### config.mk
export PLATFORM = sky130hd
export DESIGN_NAME = voice_path_top
export DESIGN_NICKNAME = d
export VERILOG_FILES = /design/src/hw/voice_pkg.sv /design/src/hw/echo_stage.sv /design/src/hw/noise_gate_stage.sv /design/src/hw/user_controls.sv /design/src/hw/voice_path_top.sv /design/src/hw/volume_stage.sv
export SDC_FILE = /design/constraint.sdc
export NUM_CORES = 1
export LEC_CHECK = 0
export BUFFER_PORTS_ARGS = -buffer_cell sky130_fd_sc_hd__buf_2
export CORE_AREA = 5 5 144 283
export DETAILED_ROUTE_END_ITERATION = 12
export DIE_AREA = 0 0 149 288
export PLACE_DENSITY = 0.59
export SETUP_SLACK_MARGIN = 0.05
export SYNTH_ARGS = -nofsm -noshare
export SYNTH_HDL_FRONTEND = slang
export SYNTH_SLANG_ARGS = --single-unit
### constraint.sdc
create_clock -name clk -period 11.2 [get_ports clk]
set_input_delay 0.56 -clock clk [delete_from_list [all_inputs] [get_ports clk]]
set_output_delay 0.56 -clock clk [all_outputs]
set_load 0.02 [all_outputs]
### src/hw/voice_pkg.sv
package voice_pkg;

    // pcm sample as carried between all stages
    typedef logic signed [15:0] sample_t;

    // unsigned magnitude of a sample, full range up to 32768
    typedef logic [15:0] magnitude_t;

    typedef logic [3:0] volume_t;     // 0 = silent, 15 = loudest
    typedef logic [3:0] hold_cnt_t;   // quiet sample counter in the gate
    typedef logic [3:0] echo_idx_t;   // delay line write pointer
    typedef logic [2:0] credit_t;     // enough for the deepest credit pool

    // quadrature knob positions in clockwise order
    typedef enum logic [1:0] {
        KNOB_00 = 2'b00,
        KNOB_01 = 2'b01,
        KNOB_11 = 2'b11,
        KNOB_10 = 2'b10
    } knob_t;

    // noise gate
    localparam magnitude_t GATE_THRESHOLD = 16'd512;   // opens at or above this level
    localparam hold_cnt_t  GATE_HOLD      = 4'd8;      // quiet samples passed before closing

    // echo
    localparam int ECHO_DELAY = 16;   // delay line depth in samples

    // flow control
    localparam credit_t OUT_CREDITS = 3'd4;   // sink credits owned by the pipeline at reset
    localparam credit_t IN_CREDITS  = 3'd2;   // source credits at reset

endpackage

### src/hw/echo_stage.sv
module echo_stage (
    input  logic               clk,
    input  logic               rst,
    input  voice_pkg::sample_t gate_data,
    input  logic               gate_valid,
    input  logic               advance,
    input  logic               effect,      // echo enabled
    output voice_pkg::sample_t echo_data,
    output logic               echo_valid
);

    voice_pkg::sample_t   delay_mem [voice_pkg::ECHO_DELAY];   // circular history
    voice_pkg::echo_idx_t wr_ptr;          // oldest entry, overwritten next
    voice_pkg::sample_t   delayed;         // sample from ECHO_DELAY samples ago
    voice_pkg::sample_t   echo_half;
    logic signed [16:0]   echo_sum;        // one guard bit for overflow
    voice_pkg::sample_t   echo_sat;
    voice_pkg::sample_t   stage_out;
    logic                 take;

    assign take = advance && gate_valid;

    // read before write, slot at wr_ptr is exactly ECHO_DELAY samples old
    assign delayed   = delay_mem[wr_ptr];
    assign echo_half = delayed >>> 1;   // half level, sign kept

    assign echo_sum = {gate_data[15], gate_data} + {echo_half[15], echo_half};

    // clamp to full scale when the two top bits disagree
    always_comb begin
        if (echo_sum[16] != echo_sum[15]) begin
            echo_sat = echo_sum[16] ? 16'sh8000 : 16'sh7fff;
        end else begin
            echo_sat = echo_sum[15:0];
        end
    end

    assign stage_out = effect ? echo_sat : gate_data;

    // history records every valid sample, with or without the effect
    always_ff @(posedge clk or posedge rst) begin
        if (rst) begin
            for (int i = 0; i < voice_pkg::ECHO_DELAY; i++) begin
                delay_mem[i] <= '0;   // echo of silence until filled
            end
            wr_ptr <= '0;
        end else if (take) begin
            delay_mem[wr_ptr] <= gate_data;
            if (wr_ptr == voice_pkg::echo_idx_t'(voice_pkg::ECHO_DELAY - 1)) begin
                wr_ptr <= '0;
            end else begin
                wr_ptr <= wr_ptr + 4'd1;
            end
        end
    end

    always_ff @(posedge clk or posedge rst) begin
        if (rst) begin
            echo_valid <= 1'b0;
        end else if (advance) begin
            echo_valid <= gate_valid;
        end
    end

    always_ff @(posedge clk) begin
        if (take) begin
            echo_data <= stage_out;
        end
    end

endmodule

### src/hw/noise_gate_stage.sv
module noise_gate_stage (
    input  logic               clk,
    input  logic               rst,
    input  voice_pkg::sample_t sample_in,
    input  logic               sample_in_valid,
    input  logic               advance,       // pipeline may move this cycle
    input  logic               noise_gate,    // gating enabled
    input  logic               ptt,           // push-to-talk overrides the gate
    output logic               in_credit,     // one credit back per accepted sample
    output voice_pkg::sample_t gate_data,
    output logic               gate_valid
);

    typedef enum logic {
        GATE_CLOSED = 1'b0,
        GATE_OPEN   = 1'b1
    } gate_state_t;

    gate_state_t           state;
    gate_state_t           state_next;
    voice_pkg::hold_cnt_t  quiet_cnt;        // consecutive quiet samples, saturates
    voice_pkg::hold_cnt_t  quiet_cnt_next;
    voice_pkg::magnitude_t magnitude;
    logic                  loud;
    logic                  accept;
    logic                  silence;
    voice_pkg::sample_t    gated_sample;

    assign accept    = sample_in_valid && advance;
    assign in_credit = accept;   // source gets its credit in the accept cycle

    // two's complement magnitude, -32768 maps to 32768
    assign magnitude = sample_in[15] ? (~sample_in + 16'd1) : sample_in;
    assign loud      = magnitude >= voice_pkg::GATE_THRESHOLD;

    // hysteresis, gate stays open for GATE_HOLD quiet samples
    always_comb begin
        state_next     = state;
        quiet_cnt_next = quiet_cnt;
        if (loud) begin
            state_next     = GATE_OPEN;
            quiet_cnt_next = '0;
        end else if (quiet_cnt == voice_pkg::GATE_HOLD) begin
            state_next = GATE_CLOSED;   // hold time used up
        end else begin
            quiet_cnt_next = quiet_cnt + 4'd1;
        end
    end

    // gate tracks level even when gating is off
    always_ff @(posedge clk or posedge rst) begin
        if (rst) begin
            state     <= GATE_CLOSED;
            quiet_cnt <= voice_pkg::GATE_HOLD;   // starts fully timed out
        end else if (accept) begin
            state     <= state_next;
            quiet_cnt <= quiet_cnt_next;
        end
    end

    assign silence      = noise_gate && !ptt && (state_next == GATE_CLOSED);
    assign gated_sample = silence ? '0 : sample_in;

    // stage register, valid bit
    always_ff @(posedge clk or posedge rst) begin
        if (rst) begin
            gate_valid <= 1'b0;
        end else if (advance) begin
            gate_valid <= sample_in_valid;
        end
    end

    // stage register, payload
    always_ff @(posedge clk) begin
        if (accept) begin
            gate_data <= gated_sample;
        end
    end

endmodule

### src/hw/user_controls.sv
module user_controls (
    input  logic               clk,
    input  logic               rst,
    input  logic [3:0]         pbs,         // raw buttons, asynchronous
    input  logic [1:0]         vol,         // raw knob code, asynchronous
    output voice_pkg::volume_t volume,
    output logic               mute,
    output logic               effect,
    output logic               noise_gate,
    output logic               ptt
);

    logic [3:0]         pbs_meta;     // first sync flop
    logic [3:0]         pbs_sync;     // second sync flop, safe to use
    logic [3:0]         pbs_last;     // sync value one cycle back
    logic [3:0]         pbs_rise;     // one-cycle press pulses
    voice_pkg::knob_t   knob_meta;
    voice_pkg::knob_t   knob_sync;
    voice_pkg::knob_t   knob_last;
    logic               step_cw;      // one gray step clockwise
    logic               step_ccw;     // one gray step anticlockwise
    voice_pkg::volume_t volume_next;

    // two flop synchronizers for buttons and knob
    always_ff @(posedge clk or posedge rst) begin
        if (rst) begin
            pbs_meta  <= '0;
            pbs_sync  <= '0;
            knob_meta <= voice_pkg::KNOB_00;
            knob_sync <= voice_pkg::KNOB_00;
        end else begin
            pbs_meta  <= pbs;
            pbs_sync  <= pbs_meta;
            knob_meta <= voice_pkg::knob_t'(vol);
            knob_sync <= knob_meta;
        end
    end

    // history for edge and step detection
    always_ff @(posedge clk or posedge rst) begin
        if (rst) begin
            pbs_last  <= '0;
            knob_last <= voice_pkg::KNOB_00;
        end else begin
            pbs_last  <= pbs_sync;
            knob_last <= knob_sync;
        end
    end

    assign pbs_rise = pbs_sync & ~pbs_last;   // low to high on any button

    // mode flags, bit 0 is push-to-talk and is level sensitive
    always_ff @(posedge clk or posedge rst) begin
        if (rst) begin
            mute       <= 1'b0;
            effect     <= 1'b0;
            noise_gate <= 1'b0;
            ptt        <= 1'b0;
        end else begin
            if (pbs_rise[1]) mute <= ~mute;
            if (pbs_rise[2]) effect <= ~effect;
            if (pbs_rise[3]) noise_gate <= ~noise_gate;
            ptt <= pbs_sync[0];   // held, not toggled
        end
    end

    // gray step decode on consecutive knob codes
    always_comb begin
        step_cw  = 1'b0;
        step_ccw = 1'b0;
        case ({knob_last, knob_sync})
            {voice_pkg::KNOB_00, voice_pkg::KNOB_01},
            {voice_pkg::KNOB_01, voice_pkg::KNOB_11},
            {voice_pkg::KNOB_11, voice_pkg::KNOB_10},
            {voice_pkg::KNOB_10, voice_pkg::KNOB_00}: step_cw = 1'b1;
            {voice_pkg::KNOB_00, voice_pkg::KNOB_10},
            {voice_pkg::KNOB_10, voice_pkg::KNOB_11},
            {voice_pkg::KNOB_11, voice_pkg::KNOB_01},
            {voice_pkg::KNOB_01, voice_pkg::KNOB_00}: step_ccw = 1'b1;
            default: ;   // no move, or a two-bit jump that is ignored
        endcase
    end

    // saturating volume counter
    always_comb begin
        volume_next = volume;
        if (step_cw && volume != 4'd15) begin
            volume_next = volume + 4'd1;
        end else if (step_ccw && volume != 4'd0) begin
            volume_next = volume - 4'd1;
        end
    end

    always_ff @(posedge clk or posedge rst) begin
        if (rst) begin
            volume <= '0;
        end else begin
            volume <= volume_next;
        end
    end

endmodule

### src/hw/voice_path_top.sv
module voice_path_top (
    input  logic               clk,
    input  logic               rst,
    input  voice_pkg::sample_t sample_in,
    input  logic               sample_in_valid,
    output logic               in_credit,
    output voice_pkg::sample_t sample_out,
    output logic               sample_out_valid,
    input  logic               out_credit,
    input  logic [3:0]         pbs,
    input  logic [1:0]         vol,
    output voice_pkg::volume_t volume,
    output logic               mute,
    output logic               effect,
    output logic               noise_gate,
    output logic               ptt
);

    voice_pkg::sample_t gate_data;    // gate to echo
    logic               gate_valid;
    voice_pkg::sample_t echo_data;    // echo to volume
    logic               echo_valid;
    logic               advance;      // from the credit owner to all stages

    user_controls u_controls (
        .clk        (clk),
        .rst        (rst),
        .pbs        (pbs),
        .vol        (vol),
        .volume     (volume),
        .mute       (mute),
        .effect     (effect),
        .noise_gate (noise_gate),
        .ptt        (ptt)
    );

    noise_gate_stage u_gate (
        .clk             (clk),
        .rst             (rst),
        .sample_in       (sample_in),
        .sample_in_valid (sample_in_valid),
        .advance         (advance),
        .noise_gate      (noise_gate),
        .ptt             (ptt),
        .in_credit       (in_credit),
        .gate_data       (gate_data),
        .gate_valid      (gate_valid)
    );

    echo_stage u_echo (
        .clk        (clk),
        .rst        (rst),
        .gate_data  (gate_data),
        .gate_valid (gate_valid),
        .advance    (advance),
        .effect     (effect),
        .echo_data  (echo_data),
        .echo_valid (echo_valid)
    );

    volume_stage u_volume (
        .clk              (clk),
        .rst              (rst),
        .echo_data        (echo_data),
        .echo_valid       (echo_valid),
        .out_credit       (out_credit),
        .mute             (mute),
        .volume           (volume),
        .advance          (advance),
        .sample_out       (sample_out),
        .sample_out_valid (sample_out_valid)
    );

endmodule

### src/hw/volume_stage.sv
module volume_stage (
    input  logic               clk,
    input  logic               rst,
    input  voice_pkg::sample_t echo_data,
    input  logic               echo_valid,
    input  logic               out_credit,         // sink hands back one slot
    input  logic               mute,
    input  voice_pkg::volume_t volume,
    output logic               advance,            // whole pipeline steps
    output voice_pkg::sample_t sample_out,
    output logic               sample_out_valid
);

    voice_pkg::credit_t credits;       // free slots at the sink
    logic               credit_ok;
    logic               vol_full;      // output register holds a sample
    voice_pkg::sample_t vol_data;
    logic signed [20:0] product;       // 16 x 5 bit signed
    voice_pkg::sample_t scaled;
    voice_pkg::sample_t stage_out;

    assign credit_ok = credits != '0;

    // a held sample leaves as soon as a credit is there
    assign sample_out_valid = vol_full && credit_ok;
    assign sample_out       = vol_data;

    // move when the register drains this cycle or is empty
    assign advance = credit_ok || !vol_full;

    // volume/16 scaling, result always fits in 16 bits
    assign product   = echo_data * $signed({1'b0, volume});
    assign scaled    = product[19:4];
    assign stage_out = mute ? '0 : scaled;

    always_ff @(posedge clk or posedge rst) begin
        if (rst) begin
            credits <= voice_pkg::OUT_CREDITS;
        end else begin
            case ({sample_out_valid, out_credit})
                2'b10:   credits <= credits - 3'd1;   // spent
                2'b01:   credits <= credits + 3'd1;   // returned
                default: ;                            // both or neither
            endcase
        end
    end

    always_ff @(posedge clk or posedge rst) begin
        if (rst) begin
            vol_full <= 1'b0;
        end else if (advance) begin
            vol_full <= echo_valid;
        end
    end

    // mute and volume are taken as the sample enters this register
    always_ff @(posedge clk) begin
        if (advance && echo_valid) begin
            vol_data <= stage_out;
        end
    end

endmodule

==> impl_metrics.ini, run 1 <==
[run_status]
status = completed

[sta]
relSlewSlack_pct = 23.5
final.period_utilization_pct = 46.7
hold_viol = 0
tightest_slew_ns = 1.15
rsz0062_at_grt = no
finalClockSkew_ns = 0.0150
fin_tns_setup_ns = 0
slew_viol_final = 0
setup_viol = 0
fmax_mhz = 191
fin_crit_ns = 5.23

[flow_run]
drv_cap = 0

[clock_tree]
cts_sinks = 328
cts_buffers = 31
clockRootBuffer = clkbuf_16
tritoncts = built
clock_path_buffers = 3
cts_htree_levels = 1
cts.repair.resized = 0
postCtsHoldBufs = 0
cts_setup_buffers = 0
path_clk_slew_ns = 0.07
clock_latency_ns = 0.58

[global_routing]
grt_pass1_vias = 11213
grt_max_degree = 169
grt_pass1_wl_microns = 61500
grtUsageTotal_pct = 18.3
gr-total-overflow = 0
antenna_found_initial = 0

[worst_setup_path]
slowest_stage = dfrtp_4
startpoint_type = register
critPathArrivalTime_ns = 5.67
crit_type = reg2reg
end_kind = register
crit_chain = buf_4 > mux4_2 > mux4_2 > ha_1 > and2_1 > nand2_1 > o211ai_1 > nand2_1 > o311ai_4 > maj3_2 > mux2_2
crit_path_max_fanout = 40
cp.required_ns = 11.64
r2r_start = u_echo.wr_ptr[0]
crit_path_start = u_echo.wr_ptr[0]
cpPeakStageDelay_ns = 0.81

[floorplanning]
row_count = 102
die_w_microns = 149
core_area_sq_um = 38500
start_util_pct = 44.1
die_y_microns = 288
dieArea_sq_um = 42900
boundaryPins = 52

[route]
antenna_left = 0
drc = 0
first_iter_violations = 552
detail_route.wl_per_cell_microns = 19.4
dr.pass1.iters = 6
finalWirelength_microns = 38000
vias_per_cell = 5.40
num_vias = 10589

[synth]
synth_cell_types = 60
syn_nets = 1504
synth_edf_count = 48
async_flop_share_pct = 85.4
ys_dominant_reg_cell = dfrtp_1
ys_ff_latch = 328
ys_warn_count = 0
synthCells = 1384
postSynthAreaPerCell_sq_um = 12.3
yosysSeqAreaShare_pct = 49.8
netlist_area_sq_um = 17000

[final_layout]
fillers = 3551
final_cell_mix = dfrtp_1, nand2_1, mux2_2, o21ai_0, inv_1
diodes = 0
layout-drive-gt1-share_pct = 24.5
multi_input_area_sq_um = 7900
syn_to_final_growth_pct = 10.6
seq_area_sq_um = 8460
nNetsFinal = 1538
final_common_cell = dfrtp_1

[min_path]
min_from = pbs[3]
hp-class = in2reg

[placement]
hpwl_microns = 26100
numPortBuffers = 51
place_congestion = 0.858
state kept, by name, indices dropped and copies added, names as in the netlist, 2 cells and up:
register              flops
u_gate.quiet_cnt          4
u_controls.knob_last      2
u_controls.pbs_sync       4
u_controls.knob_sync      2
u_controls.volume         4
u_volume.credits          3
u_echo.wr_ptr             4
u_echo.echo_data         16
u_controls.pbs_last       4
u_controls.pbs_meta       4
u_volume.sample_out      16
u_controls.knob_meta      2
u_echo.delay_mem        240
u_gate.gate_data         16
synth_stat cells, types with 26 or more instances:
cell	n	area, sq um
dfrtp_1	278	6960
nand2_1	159	597
mux2_2	143	1610
o21ai_0	132	661
inv_1	93	349
mux4_2	75	1690
ha_1	60	751
clkbuf_1	52	195
and2_1	49	307
edfxtp_1	48	1440
nor2_1	41	154
fa_1	34	681
a21oi_1	31	155
xnor2_1	26	228
worst max-delay path, delay by kind of cell (launching register included):
| kind | cells | cell delay [ns] |
|---|---|---|
| flip-flops | 1 | 0.81 |
| AND/OR/NAND/NOR | 3 | 0.46 |
| adder cells (fa/ha/maj) | 2 | 0.72 |
| multiplexers | 3 | 1.28 |
| AO/OA/AOI/OAI | 2 | 1.04 |
| buffers and inverters | 1 | 0.72 |
cells by family after synthesis:
family                     Yosys count  share of synthesized area [%]
adders and majority gates           96                           8.55
muxes                              221                           19.6
AOI/OAI and AO/OA                  225                           7.77
buffers and inverters              161                           3.71
and+or+nand+nor                    314                           8.60
xor gates and xnor gates            39                           2.01
DFF                                328                           49.8
area by class of cell:
type	instances	share of cell area (%)
Sequential cell	328	45.0
Multi-Input combinational cell	895	42.1
Clock buffer	44	4.94
Tap cell	520	3.46
Timing Repair Buffer	68	2.11
Inverter	94	1.92
Clock inverter	13	0.460
metal layers:
| layer | vias to the layer above | global-route usage, % | wire length [microns] |
|---|---|---|---|
| li1 | 4950 | - | - |
| met1 | 5352 | 22.0 | 14900 |
| met2 | 208 | 34.0 | 20600 |
| met3 | 79 | 1.73 | 1230 |
| met4 | 0 | 6.39 | 1310 |
| met5 | - | 0 | 0 |
final timing paths:
check / to / slack, ns / cells past startpoint
worst max-delay path: u_echo.echo_data[3] / 5.97 / 11
worst min-delay path: u_controls.pbs_meta[3] / 0.09 / 1
worst max register to register: u_echo.echo_data[3] / 5.97 / 11
worst min register to register: u_controls.pbs_sync[0] / 0.34 / 0
max in group asynchronous: u_echo.wr_ptr[0] / 9.55 / 3
min in group asynchronous: u_echo.delay_mem[221] / 0.12 / 2
through the flow:
| stage | instances | hold WS, ns | worst slack, ns | utilization (%) | area (sq um) |
|---|---|---|---|---|---|
| after floorplan | 1384 | 0.331 | 2.92 | - | 17000 |
| after global placement | 1905 | 0.335 | 5.99 | 46.1 | 17800 |
| after detailed placement | 1905 | 0.336 | 5.90 | 46.1 | 17800 |
| after CTS | 1962 | 0.0604 | 5.88 | 48.7 | 18800 |
| after global routing | 1962 | 0.0713 | 5.56 | 48.7 | 18800 |
| final | 1962 | 0.0919 | 5.97 | 48.7 | 18800 |
Power of run 1 is left out: the tool's default activity adds up to more than one toggle a clock period on the data nets, which glitch-free logic cannot reach.
==> run 2, diff against run 1 <==
PLACE_DENSITY = 0.61   (was 0.59)
clock period = 4.7 ns   (was 11.2 ns; I/O delays follow)
==> run 2 against run 1 <==
- cell area grew 2.4%
- die area unchanged
- final cell count is 1.9% higher
- critical path type unchanged
- critical endpoint is now u_volume.sample_out[14]
- largest cell class unchanged
- highest routed layer unchanged
==> impl_metrics.ini, run 2 (synthesis results as in run 1) <==
[global_routing]
antenna_found_initial = 0
grtUsageTotal_pct = 18.6
grt_pass1_vias = 11570
gr-total-overflow = 0
grt_max_degree = 85
grt_pass1_wl_microns = 63300

[floorplanning]
boundaryPins = 52
row_count = 102
dieArea_sq_um = 42900
start_util_pct = 44.1
die_w_microns = 149
core_area_sq_um = 38500
die_y_microns = 288

[min_path]
hp-class = in2reg

[sta]
tightest_slew_ns = 1.06
rsz0062_at_grt = no
hold_viol = 0
fin_crit_ns = 4.46
final.period_utilization_pct = 94.8
finalClockSkew_ns = 0.0165
fin_tns_setup_ns = 0
slew_viol_final = 0
setup_viol = 0
fmax_mhz = 224
relSlewSlack_pct = 28.9

[final_layout]
nNetsFinal = 1576
diodes = 0
largest_reg_flops = 240
layout-drive-gt1-share_pct = 24.7
largest-register = u_echo.delay_mem
final_common_cell = dfrtp_1
final_cell_mix = dfrtp_1, nand2_1, mux2_2, o21ai_0, inv_1
syn_to_final_growth_pct = 13.2

[clock_tree]
cts_sinks = 328
clockRootBuffer = clkbuf_16
clock_path_buffers = 3
path_clk_slew_ns = 0.07
cts_buffers = 30
tritoncts = built
clock_latency_ns = 0.57
cts_htree_levels = 1

[worst_setup_path]
crit_path_max_fanout = 12
crit_type = reg2reg
cp.required_ns = 4.98
startpoint_type = register
end_kind = register
critPathArrivalTime_ns = 4.74

[route]
dr.pass1.iters = 5
first_iter_violations = 505
num_vias = 10830
antenna_left = 0
vias_per_cell = 5.42
finalWirelength_microns = 38900
detail_route.wl_per_cell_microns = 19.5
drc = 0

[placement]
numPortBuffers = 51
hpwl_microns = 27700
place_congestion = 0.881

[run_status]
status = completed

[flow_run]
drv_cap = 0
-- run 2: cell count changes in the layout (fill, tap and decap cells not counted), moves of 2 or more --
cell,before,now
bufinv_16,0,3
clkinv_2,7,1
clkbuf_1,5,9
buf_4,16,26
clkbuf_8,6,4
clkinvlp_4,1,4
buf_12,1,7
inv_8,2,0
dlygate4sd3_1,0,22
-- run 2: routing by layer --
layer	up-vias	global-route usage [%]	share of wire (%)
met5	-	0	0
met4	0	7.49	4.2
met3	91	2.24	3.6
met2	223	34.9	54
met1	5493	21.3	38
li1	5023	-	-
-- run 2: path summary, 6_finish.rpt --
check,startpoint,to,slack (ns),cells after the start
max in group asynchronous,rst,u_gate.quiet_cnt[3],3.11,5
worst max-delay path,u_controls.volume[2],u_volume.sample_out[14],0.24,15
worst min register to register,u_controls.pbs_meta[2],u_controls.pbs_sync[2],0.35,0
min in group asynchronous,rst,u_echo.delay_mem[4],0.36,3
worst min-delay path,out_credit,u_volume.credits[0],0.05,3
worst max register to register,u_controls.volume[2],u_volume.sample_out[14],0.24,15
-- run 2: cell type report --
| type | instances | area (sq um) |
|---|---|---|
| clock buffer | 45 | 890 |
| clock inverter | 10 | 139 |
| fill | 3437 | 19300 |
| inverter | 94 | 357 |
| multi-input combinational | 896 | 7930 |
| sequential | 328 | 8460 |
| tap | 520 | 651 |
| timing repair buffer | 106 | 811 |
-- run 2: metrics by stage --
stage	setup slack (ns)	utilization (%)	cell area [sq um]	instances	hold slack [ns]
finish	0.243	49.9	19200	1999	0.0459
global route	0.0501	49.9	19200	1999	0.0498
CTS	0.211	49.8	19200	1998	0.00827
detailed placement	0.226	46.6	18000	1921	0.337
global placement	0.319	46.6	18000	1921	0.334
floorplan	0.288	-	17000	1384	0.266
-- run 2: critical path: stages, from the launching register on --
cell,delay [ns]
dfrtp_1,0.48
and2_1,0.19
ha_1,0.32
fa_1,0.54
inv_1,0.05
fa_1,0.52
inv_1,0.04
ha_1,0.30
nand4_1,0.10
o22ai_1,0.30
o21bai_1,0.19
a21oi_1,0.28
o2111ai_1,0.27
a21boi_0,0.40
o21a_1,0.16
nor3_1,0.04
-- run 2: timing repair --
item,in CTS,in global routing
hold buffers,22,0
buffers inserted,0,0
gates resized for setup,0,1
endpoints found under the hold margin,51,0
endpoints found under the setup margin,0,11
Power of run 2 is left out for the same reason.
